===== config.mk =====
export PLATFORM = sky130hd
export DESIGN_NAME = ctrl_regs_top
export DESIGN_NICKNAME = d
export VERILOG_FILES = /design/src/source/ctrl_pkg.sv /design/src/source/ctrl_regs_top.sv /design/src/source/port_pointer_regs.sv /design/src/source/ap_ctrl_regs.sv /design/src/source/axil_read_channel.sv /design/src/source/axil_write_channel.sv
export VERILOG_INCLUDE_DIRS = /design/src /design/src/source
export SDC_FILE = /design/constraint.sdc
export NUM_CORES = 1
export LEC_CHECK = 0
export BUFFER_PORTS_ARGS = -buffer_cell sky130_fd_sc_hd__buf_2
export CAP_MARGIN = 15
export CORE_MARGIN = 2
export CORE_UTILIZATION = 42
export DETAILED_ROUTE_END_ITERATION = 8
export GPL_TIMING_DRIVEN = 0
export PLACE_DENSITY_LB_ADDON = 0.15
export RECOVER_POWER = 100
export SYNTH_ARGS = -nofsm -noshare
export SYNTH_HDL_FRONTEND = slang
export SYNTH_SLANG_ARGS = --single-unit

===== constraint.sdc =====
create_clock -name clk -period 4.8 [get_ports clk]
set_clock_uncertainty 0.15 [all_clocks]
set_input_delay 0.72 -clock clk [delete_from_list [all_inputs] [get_ports clk]]
set_output_delay 0.72 -clock clk [all_outputs]
set_load 0.01 [all_outputs]

===== src/source/ctrl_config.svh =====
`ifndef CTRL_CONFIG_SVH
`define CTRL_CONFIG_SVH

// bus widths
`define CTRL_ADDR_W 8
`define CTRL_DATA_W 32

// memory ports served by the pointer block
`define CTRL_NUM_PORTS 2

// fixed kernel control words
`define CTRL_OFF_AP_CTRL 8'h00
`define CTRL_OFF_GIE 8'h04
`define CTRL_OFF_IER 8'h08
`define CTRL_OFF_ISR 8'h0C

// first port starts here, each further port one stride up
`define CTRL_OFF_PORT_BASE 8'h10
`define CTRL_PORT_STRIDE 8'h18

// word offsets inside one port
`define CTRL_WORD_SRC_LSB 8'h00
`define CTRL_WORD_SRC_MSB 8'h04
`define CTRL_WORD_DST_LSB 8'h08
`define CTRL_WORD_DST_MSB 8'h0C
`define CTRL_WORD_RD_LEN 8'h10
`define CTRL_WORD_WR_LEN 8'h14

// auto-restart sits in the upper half of the first control byte
`define CTRL_BIT_AUTO_RESTART 7

`endif

===== src/source/ctrl_pkg.sv =====
`default_nettype none

`include "ctrl_config.svh"

package ctrl_pkg;

  // byte offset into the register map
  typedef logic [`CTRL_ADDR_W-1:0] addr_t;
  // one register word
  typedef logic [`CTRL_DATA_W-1:0] data_t;
  // one strobe per byte lane
  typedef logic [`CTRL_DATA_W/8-1:0] strb_t;
  // 64-bit memory pointer, made of two words
  typedef logic [2*`CTRL_DATA_W-1:0] ptr_t;

  // everything one memory port needs from the host
  typedef struct packed {
    ptr_t  src_addr;
    ptr_t  dst_addr;
    data_t src_size;
    data_t dst_size;
  } port_regs_t;

  // single-cycle register write
  typedef struct packed {
    logic  valid;
    addr_t addr;
    data_t data;
    strb_t strb;
  } reg_wr_t;

  // single-cycle register read strobe
  typedef struct packed {
    logic  valid;
    addr_t addr;
  } reg_rd_t;

  typedef enum logic [1:0] {
    WR_IDLE = 2'd0,
    WR_DATA = 2'd1,
    WR_RESP = 2'd2
  } wr_state_e;

  typedef enum logic [0:0] {
    RD_IDLE = 1'b0,
    RD_DATA = 1'b1
  } rd_state_e;

endpackage

`default_nettype wire


===== src/source/ctrl_regs_top.sv =====
`default_nettype none

`include "ctrl_config.svh"

// control and status block of the kernel, seen from the host as AXI4-Lite
module ctrl_regs_top (
  input  wire                                             clk,
  input  wire                                             rst_n,
  input  wire ctrl_pkg::addr_t                            awaddr_i,
  input  wire                                             awvalid_i,
  output wire                                             awready_o,
  input  wire ctrl_pkg::data_t                            wdata_i,
  input  wire ctrl_pkg::strb_t                            wstrb_i,
  input  wire                                             wvalid_i,
  output wire                                             wready_o,
  output wire                                             bvalid_o,
  input  wire                                             bready_i,
  input  wire ctrl_pkg::addr_t                            araddr_i,
  input  wire                                             arvalid_i,
  output wire                                             arready_o,
  output wire ctrl_pkg::data_t                            rdata_o,
  output wire                                             rvalid_o,
  input  wire                                             rready_i,
  output wire                                             ap_start_o,
  input  wire                                             ap_done_i,
  input  wire                                             ap_ready_i,
  input  wire                                             ap_idle_i,
  output wire                                             irq_o,
  output wire ctrl_pkg::port_regs_t [`CTRL_NUM_PORTS-1:0] port_regs_o
);

  // requests fan out to both register files
  wire ctrl_pkg::reg_wr_t wr_req;
  wire ctrl_pkg::reg_rd_t rd_req;
  // per-file read words, merged in the read channel
  wire ctrl_pkg::data_t   ctrl_rdata;
  wire ctrl_pkg::data_t   port_rdata;

  axil_write_channel u_wr_ch (
    .clk       (clk),
    .rst_n     (rst_n),
    .awaddr_i  (awaddr_i),
    .awvalid_i (awvalid_i),
    .awready_o (awready_o),
    .wdata_i   (wdata_i),
    .wstrb_i   (wstrb_i),
    .wvalid_i  (wvalid_i),
    .wready_o  (wready_o),
    .bvalid_o  (bvalid_o),
    .bready_i  (bready_i),
    .wr_req_o  (wr_req)
  );

  axil_read_channel u_rd_ch (
    .clk          (clk),
    .rst_n        (rst_n),
    .araddr_i     (araddr_i),
    .arvalid_i    (arvalid_i),
    .arready_o    (arready_o),
    .rdata_o      (rdata_o),
    .rvalid_o     (rvalid_o),
    .rready_i     (rready_i),
    .rd_req_o     (rd_req),
    .ctrl_rdata_i (ctrl_rdata),
    .port_rdata_i (port_rdata)
  );

  ap_ctrl_regs u_ap_ctrl (
    .clk        (clk),
    .rst_n      (rst_n),
    .wr_req_i   (wr_req),
    .rd_req_i   (rd_req),
    .rdata_o    (ctrl_rdata),
    .ap_start_o (ap_start_o),
    .ap_done_i  (ap_done_i),
    .ap_ready_i (ap_ready_i),
    .ap_idle_i  (ap_idle_i),
    .irq_o      (irq_o)
  );

  port_pointer_regs #(
    .NUM_PORTS (`CTRL_NUM_PORTS)
  ) u_ports (
    .clk         (clk),
    .rst_n       (rst_n),
    .wr_req_i    (wr_req),
    .rd_req_i    (rd_req),
    .rdata_o     (port_rdata),
    .port_regs_o (port_regs_o)
  );

endmodule

`default_nettype wire


===== src/source/port_pointer_regs.sv =====
`default_nettype none

`include "ctrl_config.svh"

// source and destination pointers plus lengths, one set per memory port
module port_pointer_regs #(
  parameter int NUM_PORTS = `CTRL_NUM_PORTS
) (
  input  wire                                      clk,
  input  wire                                      rst_n,
  input  wire ctrl_pkg::reg_wr_t                   wr_req_i,
  input  wire ctrl_pkg::reg_rd_t                   rd_req_i,
  output ctrl_pkg::data_t                          rdata_o,
  output wire ctrl_pkg::port_regs_t [NUM_PORTS-1:0] port_regs_o
);

  wire ctrl_pkg::data_t port_rdata [NUM_PORTS];

  // take the enabled byte lanes from the new word, keep the rest
  function automatic ctrl_pkg::data_t merge_bytes(input ctrl_pkg::data_t old_word,
                                                  input ctrl_pkg::data_t new_word,
                                                  input ctrl_pkg::strb_t strb);
    ctrl_pkg::data_t result;
    result = old_word;
    for (int b = 0; b < `CTRL_DATA_W / 8; b++) begin
      if (strb[b]) begin
        result[8*b +: 8] = new_word[8*b +: 8];
      end
    end
    return result;
  endfunction

  for (genvar p = 0; p < NUM_PORTS; p++) begin : g_port
    localparam ctrl_pkg::addr_t PORT_BASE =
      ctrl_pkg::addr_t'(`CTRL_OFF_PORT_BASE + p * `CTRL_PORT_STRIDE);

    ctrl_pkg::port_regs_t regs_q;
    ctrl_pkg::addr_t      wr_off;
    ctrl_pkg::addr_t      rd_off;
    logic                 wr_hit;
    logic                 rd_hit;

    // offset relative to this port, only meaningful inside its window
    assign wr_off = wr_req_i.addr - PORT_BASE;
    assign rd_off = rd_req_i.addr - PORT_BASE;
    assign wr_hit = wr_req_i.valid && (wr_req_i.addr >= PORT_BASE) &&
                    (wr_off < `CTRL_PORT_STRIDE);
    assign rd_hit = rd_req_i.valid && (rd_req_i.addr >= PORT_BASE) &&
                    (rd_off < `CTRL_PORT_STRIDE);

    always_ff @(posedge clk) begin
      if (!rst_n) begin
        regs_q <= '0;
      end else if (wr_hit) begin
        case (wr_off)
          `CTRL_WORD_SRC_LSB: regs_q.src_addr[31:0] <=
            merge_bytes(regs_q.src_addr[31:0], wr_req_i.data, wr_req_i.strb);
          `CTRL_WORD_SRC_MSB: regs_q.src_addr[63:32] <=
            merge_bytes(regs_q.src_addr[63:32], wr_req_i.data, wr_req_i.strb);
          `CTRL_WORD_DST_LSB: regs_q.dst_addr[31:0] <=
            merge_bytes(regs_q.dst_addr[31:0], wr_req_i.data, wr_req_i.strb);
          `CTRL_WORD_DST_MSB: regs_q.dst_addr[63:32] <=
            merge_bytes(regs_q.dst_addr[63:32], wr_req_i.data, wr_req_i.strb);
          `CTRL_WORD_RD_LEN: regs_q.src_size <=
            merge_bytes(regs_q.src_size, wr_req_i.data, wr_req_i.strb);
          `CTRL_WORD_WR_LEN: regs_q.dst_size <=
            merge_bytes(regs_q.dst_size, wr_req_i.data, wr_req_i.strb);
          default: regs_q <= regs_q;
        endcase
      end
    end

    assign port_rdata[p] = !rd_hit ? '0 :
                           (rd_off == `CTRL_WORD_SRC_LSB) ? regs_q.src_addr[31:0] :
                           (rd_off == `CTRL_WORD_SRC_MSB) ? regs_q.src_addr[63:32] :
                           (rd_off == `CTRL_WORD_DST_LSB) ? regs_q.dst_addr[31:0] :
                           (rd_off == `CTRL_WORD_DST_MSB) ? regs_q.dst_addr[63:32] :
                           (rd_off == `CTRL_WORD_RD_LEN)  ? regs_q.src_size :
                           (rd_off == `CTRL_WORD_WR_LEN)  ? regs_q.dst_size : '0;

    assign port_regs_o[p] = regs_q;
  end

  // at most one port hits, so OR-ing the words selects it
  always_comb begin
    rdata_o = '0;
    for (int i = 0; i < NUM_PORTS; i++) begin
      rdata_o = rdata_o | port_rdata[i];
    end
  end

endmodule

`default_nettype wire


===== src/source/ap_ctrl_regs.sv =====
`default_nettype none

`include "ctrl_config.svh"

// kernel handshake word and interrupt registers
module ap_ctrl_regs (
  input  wire                   clk,
  input  wire                   rst_n,
  input  wire ctrl_pkg::reg_wr_t wr_req_i,
  input  wire ctrl_pkg::reg_rd_t rd_req_i,
  output ctrl_pkg::data_t       rdata_o,
  output logic                  ap_start_o,
  input  wire                   ap_done_i,
  input  wire                   ap_ready_i,
  input  wire                   ap_idle_i,
  output logic                  irq_o
);

  logic       start_q;
  logic       done_q;
  logic       auto_restart_q;
  logic       gie_q;
  logic [1:0] ier_q;
  logic [1:0] isr_q;
  logic [1:0] isr_set;
  logic       wr_lane0;
  logic       wr_ctrl;
  logic       wr_gie;
  logic       wr_ier;
  logic       wr_isr;
  logic       rd_ctrl;

  // all control bits live in byte lane 0
  assign wr_lane0 = wr_req_i.valid && wr_req_i.strb[0];
  assign wr_ctrl  = wr_lane0 && (wr_req_i.addr == `CTRL_OFF_AP_CTRL);
  assign wr_gie   = wr_lane0 && (wr_req_i.addr == `CTRL_OFF_GIE);
  assign wr_ier   = wr_lane0 && (wr_req_i.addr == `CTRL_OFF_IER);
  assign wr_isr   = wr_lane0 && (wr_req_i.addr == `CTRL_OFF_ISR);
  assign rd_ctrl  = rd_req_i.valid && (rd_req_i.addr == `CTRL_OFF_AP_CTRL);

  // channel 0 is done, channel 1 is ready
  assign isr_set = {ier_q[1] && ap_ready_i, ier_q[0] && ap_done_i};

  assign ap_start_o = start_q;
  assign irq_o      = gie_q && (|isr_q);

  always_ff @(posedge clk) begin
    if (!rst_n) begin
      start_q        <= 1'b0;
      done_q         <= 1'b0;
      auto_restart_q <= 1'b0;
      gie_q          <= 1'b0;
      ier_q          <= 2'b00;
      isr_q          <= 2'b00;
    end else begin
      // start clears on the ready handshake unless auto-restart is on
      if (wr_ctrl && wr_req_i.data[0]) begin
        start_q <= 1'b1;
      end else if (ap_ready_i) begin
        start_q <= auto_restart_q;
      end
      // done is sticky until the host reads the control word
      if (ap_done_i) begin
        done_q <= 1'b1;
      end else if (rd_ctrl) begin
        done_q <= 1'b0;
      end
      if (wr_ctrl) begin
        auto_restart_q <= wr_req_i.data[`CTRL_BIT_AUTO_RESTART];
      end
      if (wr_gie) begin
        gie_q <= wr_req_i.data[0];
      end
      if (wr_ier) begin
        ier_q <= wr_req_i.data[1:0];
      end
      // a kernel event wins over a host toggle on the same bit
      if (wr_isr) begin
        isr_q <= isr_set | (isr_q ^ wr_req_i.data[1:0]);
      end else begin
        isr_q <= isr_set | isr_q;
      end
    end
  end

  always_comb begin
    rdata_o = '0;
    if (rd_req_i.valid) begin
      case (rd_req_i.addr)
        `CTRL_OFF_AP_CTRL: begin
          // idle and ready are passed straight from the kernel
          rdata_o[0] = start_q;
          rdata_o[1] = done_q;
          rdata_o[2] = ap_idle_i;
          rdata_o[3] = ap_ready_i;
          rdata_o[`CTRL_BIT_AUTO_RESTART] = auto_restart_q;
        end
        `CTRL_OFF_GIE: rdata_o[0] = gie_q;
        `CTRL_OFF_IER: rdata_o[1:0] = ier_q;
        `CTRL_OFF_ISR: rdata_o[1:0] = isr_q;
        default: rdata_o = '0;
      endcase
    end
  end

  // no interrupt leaves the block with the global enable off
  a_irq_needs_gie: assert property (
    @(posedge clk) disable iff (!rst_n) irq_o |-> gie_q
  );

endmodule

`default_nettype wire


===== src/source/axil_read_channel.sv =====
`default_nettype none

// read path of the slave
// strobe the register files on AR, return the merged word one cycle later
module axil_read_channel (
  input  wire                 clk,
  input  wire                 rst_n,
  input  wire ctrl_pkg::addr_t araddr_i,
  input  wire                 arvalid_i,
  output logic                arready_o,
  output ctrl_pkg::data_t     rdata_o,
  output logic                rvalid_o,
  input  wire                 rready_i,
  output ctrl_pkg::reg_rd_t   rd_req_o,
  input  wire ctrl_pkg::data_t ctrl_rdata_i,
  input  wire ctrl_pkg::data_t port_rdata_i
);

  ctrl_pkg::rd_state_e state_q;
  ctrl_pkg::rd_state_e state_d;
  ctrl_pkg::data_t     rdata_q;
  logic                ar_hs;

  assign arready_o = (state_q == ctrl_pkg::RD_IDLE);
  assign rvalid_o  = (state_q == ctrl_pkg::RD_DATA);
  assign rdata_o   = rdata_q;

  assign ar_hs = arvalid_i && arready_o;

  // strobe lasts only the AR handshake cycle
  assign rd_req_o = '{valid: ar_hs, addr: araddr_i};

  always_comb begin
    state_d = state_q;
    case (state_q)
      ctrl_pkg::RD_IDLE: begin
        if (ar_hs) begin
          state_d = ctrl_pkg::RD_DATA;
        end
      end
      ctrl_pkg::RD_DATA: begin
        if (rready_i) begin
          state_d = ctrl_pkg::RD_IDLE;
        end
      end
      default: state_d = ctrl_pkg::RD_IDLE;
    endcase
  end

  always_ff @(posedge clk) begin
    if (!rst_n) begin
      state_q <= ctrl_pkg::RD_IDLE;
    end else begin
      state_q <= state_d;
    end
  end

  // each file drives zero outside its own range so an OR merges them
  always_ff @(posedge clk) begin
    if (ar_hs) begin
      rdata_q <= ctrl_rdata_i | port_rdata_i;
    end
  end

  // read data must not move while the master stalls
  a_rdata_stable: assert property (
    @(posedge clk) disable iff (!rst_n)
    rvalid_o && !rready_i |=> rvalid_o && $stable(rdata_o)
  );

endmodule

`default_nettype wire


===== src/source/axil_write_channel.sv =====
`default_nettype none

// write path of the slave
// address first, then data, then response, one transaction at a time
module axil_write_channel (
  input  wire                 clk,
  input  wire                 rst_n,
  input  wire ctrl_pkg::addr_t awaddr_i,
  input  wire                 awvalid_i,
  output logic                awready_o,
  input  wire ctrl_pkg::data_t wdata_i,
  input  wire ctrl_pkg::strb_t wstrb_i,
  input  wire                 wvalid_i,
  output logic                wready_o,
  output logic                bvalid_o,
  input  wire                 bready_i,
  output ctrl_pkg::reg_wr_t   wr_req_o
);

  ctrl_pkg::wr_state_e state_q;
  ctrl_pkg::wr_state_e state_d;
  // address held from the AW beat until the W beat
  ctrl_pkg::addr_t     waddr_q;
  logic                aw_hs;
  logic                w_hs;

  assign awready_o = (state_q == ctrl_pkg::WR_IDLE);
  assign wready_o  = (state_q == ctrl_pkg::WR_DATA);
  assign bvalid_o  = (state_q == ctrl_pkg::WR_RESP);

  assign aw_hs = awvalid_i && awready_o;
  assign w_hs  = wvalid_i && wready_o;

  // the register files see the data beat directly, for this one cycle
  assign wr_req_o = '{valid: w_hs, addr: waddr_q, data: wdata_i, strb: wstrb_i};

  always_comb begin
    state_d = state_q;
    case (state_q)
      ctrl_pkg::WR_IDLE: begin
        if (aw_hs) begin
          state_d = ctrl_pkg::WR_DATA;
        end
      end
      ctrl_pkg::WR_DATA: begin
        if (w_hs) begin
          state_d = ctrl_pkg::WR_RESP;
        end
      end
      // response held here until the master takes it
      ctrl_pkg::WR_RESP: begin
        if (bready_i) begin
          state_d = ctrl_pkg::WR_IDLE;
        end
      end
      default: state_d = ctrl_pkg::WR_IDLE;
    endcase
  end

  always_ff @(posedge clk) begin
    if (!rst_n) begin
      state_q <= ctrl_pkg::WR_IDLE;
    end else begin
      state_q <= state_d;
    end
  end

  always_ff @(posedge clk) begin
    if (aw_hs) begin
      waddr_q <= awaddr_i;
    end
  end

  // address and data phases never overlap
  a_aw_w_exclusive: assert property (
    @(posedge clk) disable iff (!rst_n) !(awready_o && wready_o)
  );

endmodule

`default_nettype wire


==> results of run 1 <==
[through the flow]
step	power, uW	utilization (%)	area [um^2]
floorplan	4119	-	20980
detailed placement	4398	49.29	24230
global route	8350	51.03	25080
CTS	8177	52.60	25850
global placement	4393	49.24	24200
finish	8174	51.03	25090
[state kept, by name, summed over array words and instances (netlist names)]
name	flops
u_ap_ctrl.auto_restart_q	1
u_rd_ch.rvalid_o	1
u_wr_ch.waddr_q	8
u_ap_ctrl.ap_start_o	1
u_ports.port_regs_o	384
u_ap_ctrl.done_q	1
u_wr_ch.state_q	2
u_ap_ctrl.ier_q	2
u_ap_ctrl.gie_q	1
u_ap_ctrl.isr_q	2
u_rd_ch.rdata_o	32
[per-layer routing]
metal  global-route usage [%]  part of all wire, %  vias up  wire length (um)
met4                    17.63                  5.1        8              4900
met1                    46.13                   40     9871             38730
met3                    9.461                   10      251              9758
li1                         -                    -     8816                 -
met5                        0                0.059        -                57
met2                    56.50                   45     1181             43320
[where the power goes]
group / internal [uW] / switching (uW)
Sequential: 3690 / 17.9
Clock: 2260 / 1590
Combinational: 176 / 450
Total: 6120 / 2060
[worst paths after layout]
check | endpoint | depth (start not counted)
hold reg to reg | u_ports.port_regs_o[100]$_SDFFE_PN0P_ | 2
setup reg to reg | u_ports.port_regs_o[371]$_SDFFE_PN0P_ | 9
hold / removal | u_wr_ch.waddr_q[0]$_DFFE_PP_ | 1
setup / recovery | u_rd_ch.rdata_o[30]$_DFFE_PP_ | 12
[critical path, stage by stage]
cell,delay [ps]
clkbuf_1,130
buf_2,260
clkinv_1,330
clkbuf_1,480
ha_1,440
clkbuf_1,420
nand2_1,180
nor3_1,250
buf_2,400
clkbuf_1,540
a21oi_1,190
a21o_1,250
[cell usage after synthesis (3+ instances only)]
| cell type | number |
|---|---|
| dfxtp_1 | 395 |
| and2_1 | 8 |
| buf_2 | 28 |
| nand3_2 | 14 |
| buf_6 | 3 |
| nor2b_1 | 289 |
| a2111oi_0 | 26 |
| xor2_1 | 3 |
| mux2_2 | 30 |
| ha_1 | 12 |
| o211ai_1 | 5 |
| and3_1 | 27 |
| or3_1 | 5 |
| nor2_1 | 43 |
| nand2_1 | 186 |
| or2_2 | 3 |
| inv_1 | 10 |
| o21ai_0 | 57 |
| buf_1 | 8 |
| nor3_1 | 3 |
| a21boi_0 | 48 |
| a221oi_1 | 56 |
| nand3_1 | 70 |
| a2bb2oi_1 | 28 |
| clkbuf_1 | 135 |
| a21oi_1 | 39 |
| nor3_4 | 7 |
| edfxtp_1 | 40 |
| nand2b_1 | 9 |
| nand4_1 | 9 |
| nor3b_1 | 3 |
| nor4_1 | 5 |
| o22ai_1 | 86 |
| nand3b_1 | 3 |
| o21a_1 | 6 |
| nor3_2 | 5 |
| mux2i_1 | 363 |
| buf_4 | 18 |
| a21o_1 | 29 |
[cell families (layout without fill, tap and decap cells)]
group                      count (synthesis)  after routing  share of synthesized area [%]
xor gates and xnor gates                   3              3                         0.1253
AOI/OAI and AO/OA                        406            406                          13.78
DFF                                      435            435                          43.42
muxes                                    395            395                          19.14
and+or+nand+nor                          700            700                          18.59
adders and majority gates                 12             12                         0.7156
buffers and inverters                    203            774                          4.228
other                                      0              3                              0
[layout make-up]
class | count | share of cell area, %
Inverter | 11 | 0.1646
Clock inverter | 16 | 0.6584
Multi-Input combinational cell | 1516 | 43.12
Timing Repair Buffer | 481 | 7.482
Buffer | 192 | 3.092
Antenna cell | 3 | 0.02993
Clock buffer | 74 | 5.826
Sequential cell | 435 | 36.31
Tap cell | 664 | 3.312
==> results_dict.tcl, run 1 <==
set metrics [dict create \
    power.leakage_uw 0.009284 \
    die_h_um 227.5 \
    die_area_um2 51760 \
    route.detailed.drc 0 \
    initial_core_util_pct 42.68 \
    fin_nets 2759 \
    die_width_um 227.5 \
    drtIter0Drc 2227 \
    cts.htree.levels 2 \
    area_growth_pct 19.57 \
    synth_edf_count 40 \
    ys_seq_area_share_pct 43.42 \
    final_cells 3392 \
    ys_types 72 \
    tns_ps 0 \
    tightest_slew_ps 1940 \
    cp_max_fo 10 \
    hold_ws_ps 143.0 \
    end_kind "register" \
    io_buffers 478 \
    drv_cap 6 \
    violations "max-capacitance violations, max-slew violations" \
    fmax_mhz 225.4 \
    hp-start "awaddr_i[0]" \
    status "complete, but fails checks" \
    rows 81 \
    grt_pass1_wl_um 133900 \
    finalSetupViolCount 0 \
    root_buffer "clkbuf_16" \
    fin_crit_sh_pct 92.42 \
    insertion_delay_ps 610 \
    final_cell_mix "clkbuf_1 (591), dfxtp_1 (395), mux2i_1 (363)" \
    slew_violations 55 \
    numCtsBuffers 48 \
    clkSinkCount 435 \
    synthArstFlopShare_pct 0 \
    postCtsHoldBufs 0 \
    ys.flop_type "dfxtp_1" \
    gr-total-overflow 0 \
    pre_cts_slack_ps 196.9 \
    mostFrequentLayoutCell "clkbuf_1" \
    cts_tree "done" \
    powerDensity_nw_per_um2 325.8 \
    wl_per_cell_um 28.53 \
    synth_cells 2154 \
    postRouteAntennaNets 0 \
    multi_input_area_um2 10820 \
    r2r_start "u_wr_ch.waddr_q[4]$_DFFE_PP_" \
    final-hold-violation-count 0 \
    seq_area_um2 9109 \
    num_vias 20127 \
    vdd_ir_drop_max_v 0.0002897 \
    yosys.area.top_type "dfxtp_1" \
    syn_nets 2228 \
    ys_ff_latch 435 \
    maxSlewHeadroom_pct -30.34 \
    cts_resized 0 \
    gp_routability_congestion 0.9619 \
    dp_hpwl_um 71900 \
    fin_ws_ps 364.0 \
    fill_cells 4881 \
    grt_pass1_vias 19040 \
    rsz0062_at_grt "no" \
    cts.clk_slew.worst_paths_ps 60 \
    path_class "in2reg" \
    routed_wl_um 96770 \
    core_area_um2 49150 \
    grt_start_max_net_pins 39 \
    dp.cells 3299 \
    crit_required_ps 5000 \
    antenna_found_initial 9 \
    syn_area_um2 20980 \
    worstPathArrival_ps 4630 \
    grt.total_usage_pct 36.08 \
    startpoint_type "input port" \
    ios 485 \
    postCtsSetupBuffers 0 \
    holdCritPathClass "in2reg" \
    vias_per_cell 5.934 \
    syn_avg_cell_area_um2 9.740 \
    r2r_slack_ps 530 \
    crit_start "araddr_i[3]" \
    synth_top_area_share_pct 37.69 \
    drt_first_pass_iters 5 \
    yosysWarningCount 0 \
    ys_top_cells_by_area "dfxtp_1 (38%), mux2i_1 (17%), nor2b_1 (8.6%)" \
    cts_max_path_buffers 3 \
    period_needed_ps 4436 \
    drive_above_1_share_pct 7.670 \
]
Power figures use the tool's default switching activity.
==> run 2, diff against run 1 <==
--- a/config.mk
+++ b/config.mk
@@ -9,7 +9,7 @@
 export BUFFER_PORTS_ARGS = -buffer_cell sky130_fd_sc_hd__buf_2
 export CAP_MARGIN = 15
 export CORE_MARGIN = 2
-export CORE_UTILIZATION = 42
+export CORE_UTILIZATION = 49
 export DETAILED_ROUTE_END_ITERATION = 8
 export GPL_TIMING_DRIVEN = 0
 export PLACE_DENSITY_LB_ADDON = 0.15
==> constraint.sdc (replaced) <==
create_clock -name clk -period 3.7 [get_ports clk]
set_clock_uncertainty 0.15 [all_clocks]
set_input_delay 0.555 -clock clk [delete_from_list [all_inputs] [get_ports clk]]
set_output_delay 0.555 -clock clk [all_outputs]
set_load 0.01 [all_outputs]
==> results_dict.tcl, run 2 (synthesis results as in run 1) <==
set metrics [dict create \
    grt_pass1_wl_um 130900 \
    path_delay_family "compound AO/OA/AOI/OAI gates" \
    path_class "in2reg" \
    fill_cells 3915 \
    rsz0062_at_grt "no" \
    largest_reg_flops 384 \
    hold_depth 1 \
    power.leakage_uw 0.009388 \
    vdd_ir_drop_max_v 0.0002818 \
    seq_area_um2 9109 \
    drv_cap 3 \
    gp_routability_congestion 0.9813 \
    cts.clk_slew.worst_paths_ps 60 \
    stdcell_area_um2 25160 \
    cts_max_path_buffers 3 \
    dp_hpwl_um 69130 \
    finalSetupViolCount 4 \
    grt.total_usage_pct 40.26 \
    grt_pass1_vias 19336 \
    crit_path_top_delay_cell "a2111oi_1" \
    r2r_slack_ps 90 \
    area_growth_pct 19.91 \
    die_h_um 210.9 \
    cp_slowest_stage_delay_ps 850 \
    cts.htree.levels 2 \
    io_buffers 478 \
    vias_per_cell 6.207 \
    core_area_um2 42130 \
    slew_violations 31 \
    tightest_slew_ps 1785 \
    insertion_delay_ps 600 \
    drive_above_1_share_pct 8.968 \
    period_needed_ps 3787 \
    drt_first_pass_iters 6 \
    initial_core_util_pct 49.79 \
    multi_input_area_um2 10940 \
    status "complete, but fails checks" \
    final_cells 3285 \
    fin_ws_ps -86.58 \
    root_buffer "clkbuf_16" \
    crit_required_ps 4010 \
    startpoint_type "input port" \
    fin_util_pct 59.71 \
    powerDensity_nw_per_um2 415.6 \
    routed_wl_um 92550 \
    final_cell_mix "clkbuf_1 (586), dfxtp_1 (395), mux2i_1 (363)" \
    drtIter0Drc 2296 \
    fmax_mhz 264.1 \
    numCtsBuffers 47 \
    ff2ff_path_depth 7 \
    num_vias 20389 \
    grt_start_max_net_pins 21 \
    worstPathArrival_ps 4100 \
    violations "max-capacitance violations, max-slew violations, negative setup slack" \
    gr-total-overflow 0 \
    path_buf_inv 3 \
    fin_crit_sh_pct 102.3 \
    dp.cells 3185 \
    maxSlewHeadroom_pct -19.03 \
    holdCritPathClass "in2reg" \
    end_kind "register" \
    die_area_um2 44490 \
    cp_max_fo 10 \
    antenna_found_initial 5 \
    dpl_cell_area_um2 24150 \
    rows 75 \
    fin_nets 2778 \
    path_depth 10 \
    ios 485 \
    mostFrequentLayoutCell "clkbuf_1" \
    final-hold-violation-count 0 \
    cts_tree "done" \
    route.detailed.drc 0 \
    wl_per_cell_um 28.17 \
    postRouteAntennaNets 0 \
    clkSinkCount 435 \
    tns_ps -121.6 \
    die_width_um 210.9 \
    crit_chain "clkbuf_2 -> inv_1 -> ha_1 -> or2_1 -> o21a_1 -> o21ai_1 -> clkbuf_1 -> a2bb2oi_1 -> a2111oi_1 -> a21o_1" \
]
## run 2: metal layers
| layer | track usage, % | wire length, um | vias up |
|---|---|---|---|
| met2 | 62.27 | 40670 | 1322 |
| met1 | 51.87 | 35980 | 9949 |
| met5 | 0 | 44 | - |
| li1 | - | - | 8844 |
| met3 | 11.48 | 11080 | 268 |
| met4 | 19.21 | 4770 | 6 |
## run 2: timing repair
| action | CTS | global route |
|---|---|---|
| endpoints found under the hold margin | 5 | 2 |
| hold buffers | 5 | 2 |
| resized for setup | 1 | 8 |
| buffers inserted | 0 | 0 |
| setup endpoints to repair | 23 | 20 |
## run 2: layout make-up
type / count / share of cell area [%]
clock inverter: 10 / 0.2686
sequential: 435 / 36.21
multi-input combinational: 1516 / 43.49
antenna: 3 / 0.02984
tap: 539 / 2.681
buffer: 191 / 3.079
inverter: 11 / 0.1641
timing repair buffer: 502 / 8.042
clock buffer: 78 / 6.043
## run 2: through the flow
step,hold WS [ps],worst slack (ps),power (uW)
5_1_grt,11.85,17.63,10670
3_3_place_gp,313.2,-2168,5682
3_5_place_dp,320.7,-767.8,5691
2_1_floorplan,300.2,542.9,5344
4_1_cts,2.641,51.16,10430
6_report,14.56,-86.58,10460
## run 2: report_power, final
group	total, uW	internal [uW]	switching [uW]
Clock	4840	2810	2030
Combinational	809	234	575
Sequential	4800	4780	20.2
## run 2: final timing paths
| check | endpoint | start |
|---|---|---|
| max | u_rd_ch.rdata_o[28]$_DFFE_PP_ | araddr_i[4] |
| min | u_wr_ch.waddr_q[7]$_DFFE_PP_ | awaddr_i[7] |
| max reg2reg | u_ports.port_regs_o[102]$_SDFFE_PN0P_ | u_wr_ch.waddr_q[5]$_DFFE_PP_ |
| min reg2reg | u_ports.port_regs_o[97]$_SDFFE_PN0P_ | u_ports.port_regs_o[97]$_SDFFE_PN0P_ |
## run 2: worst register-to-register path, stage by stage, from the launching register on
cell	delay (ps)
edfxtp_1	450
inv_1	110
ha_1	260
o32ai_1	920
clkbuf_1	610
nand2_4	140
nor3_4	620
mux2i_1	280
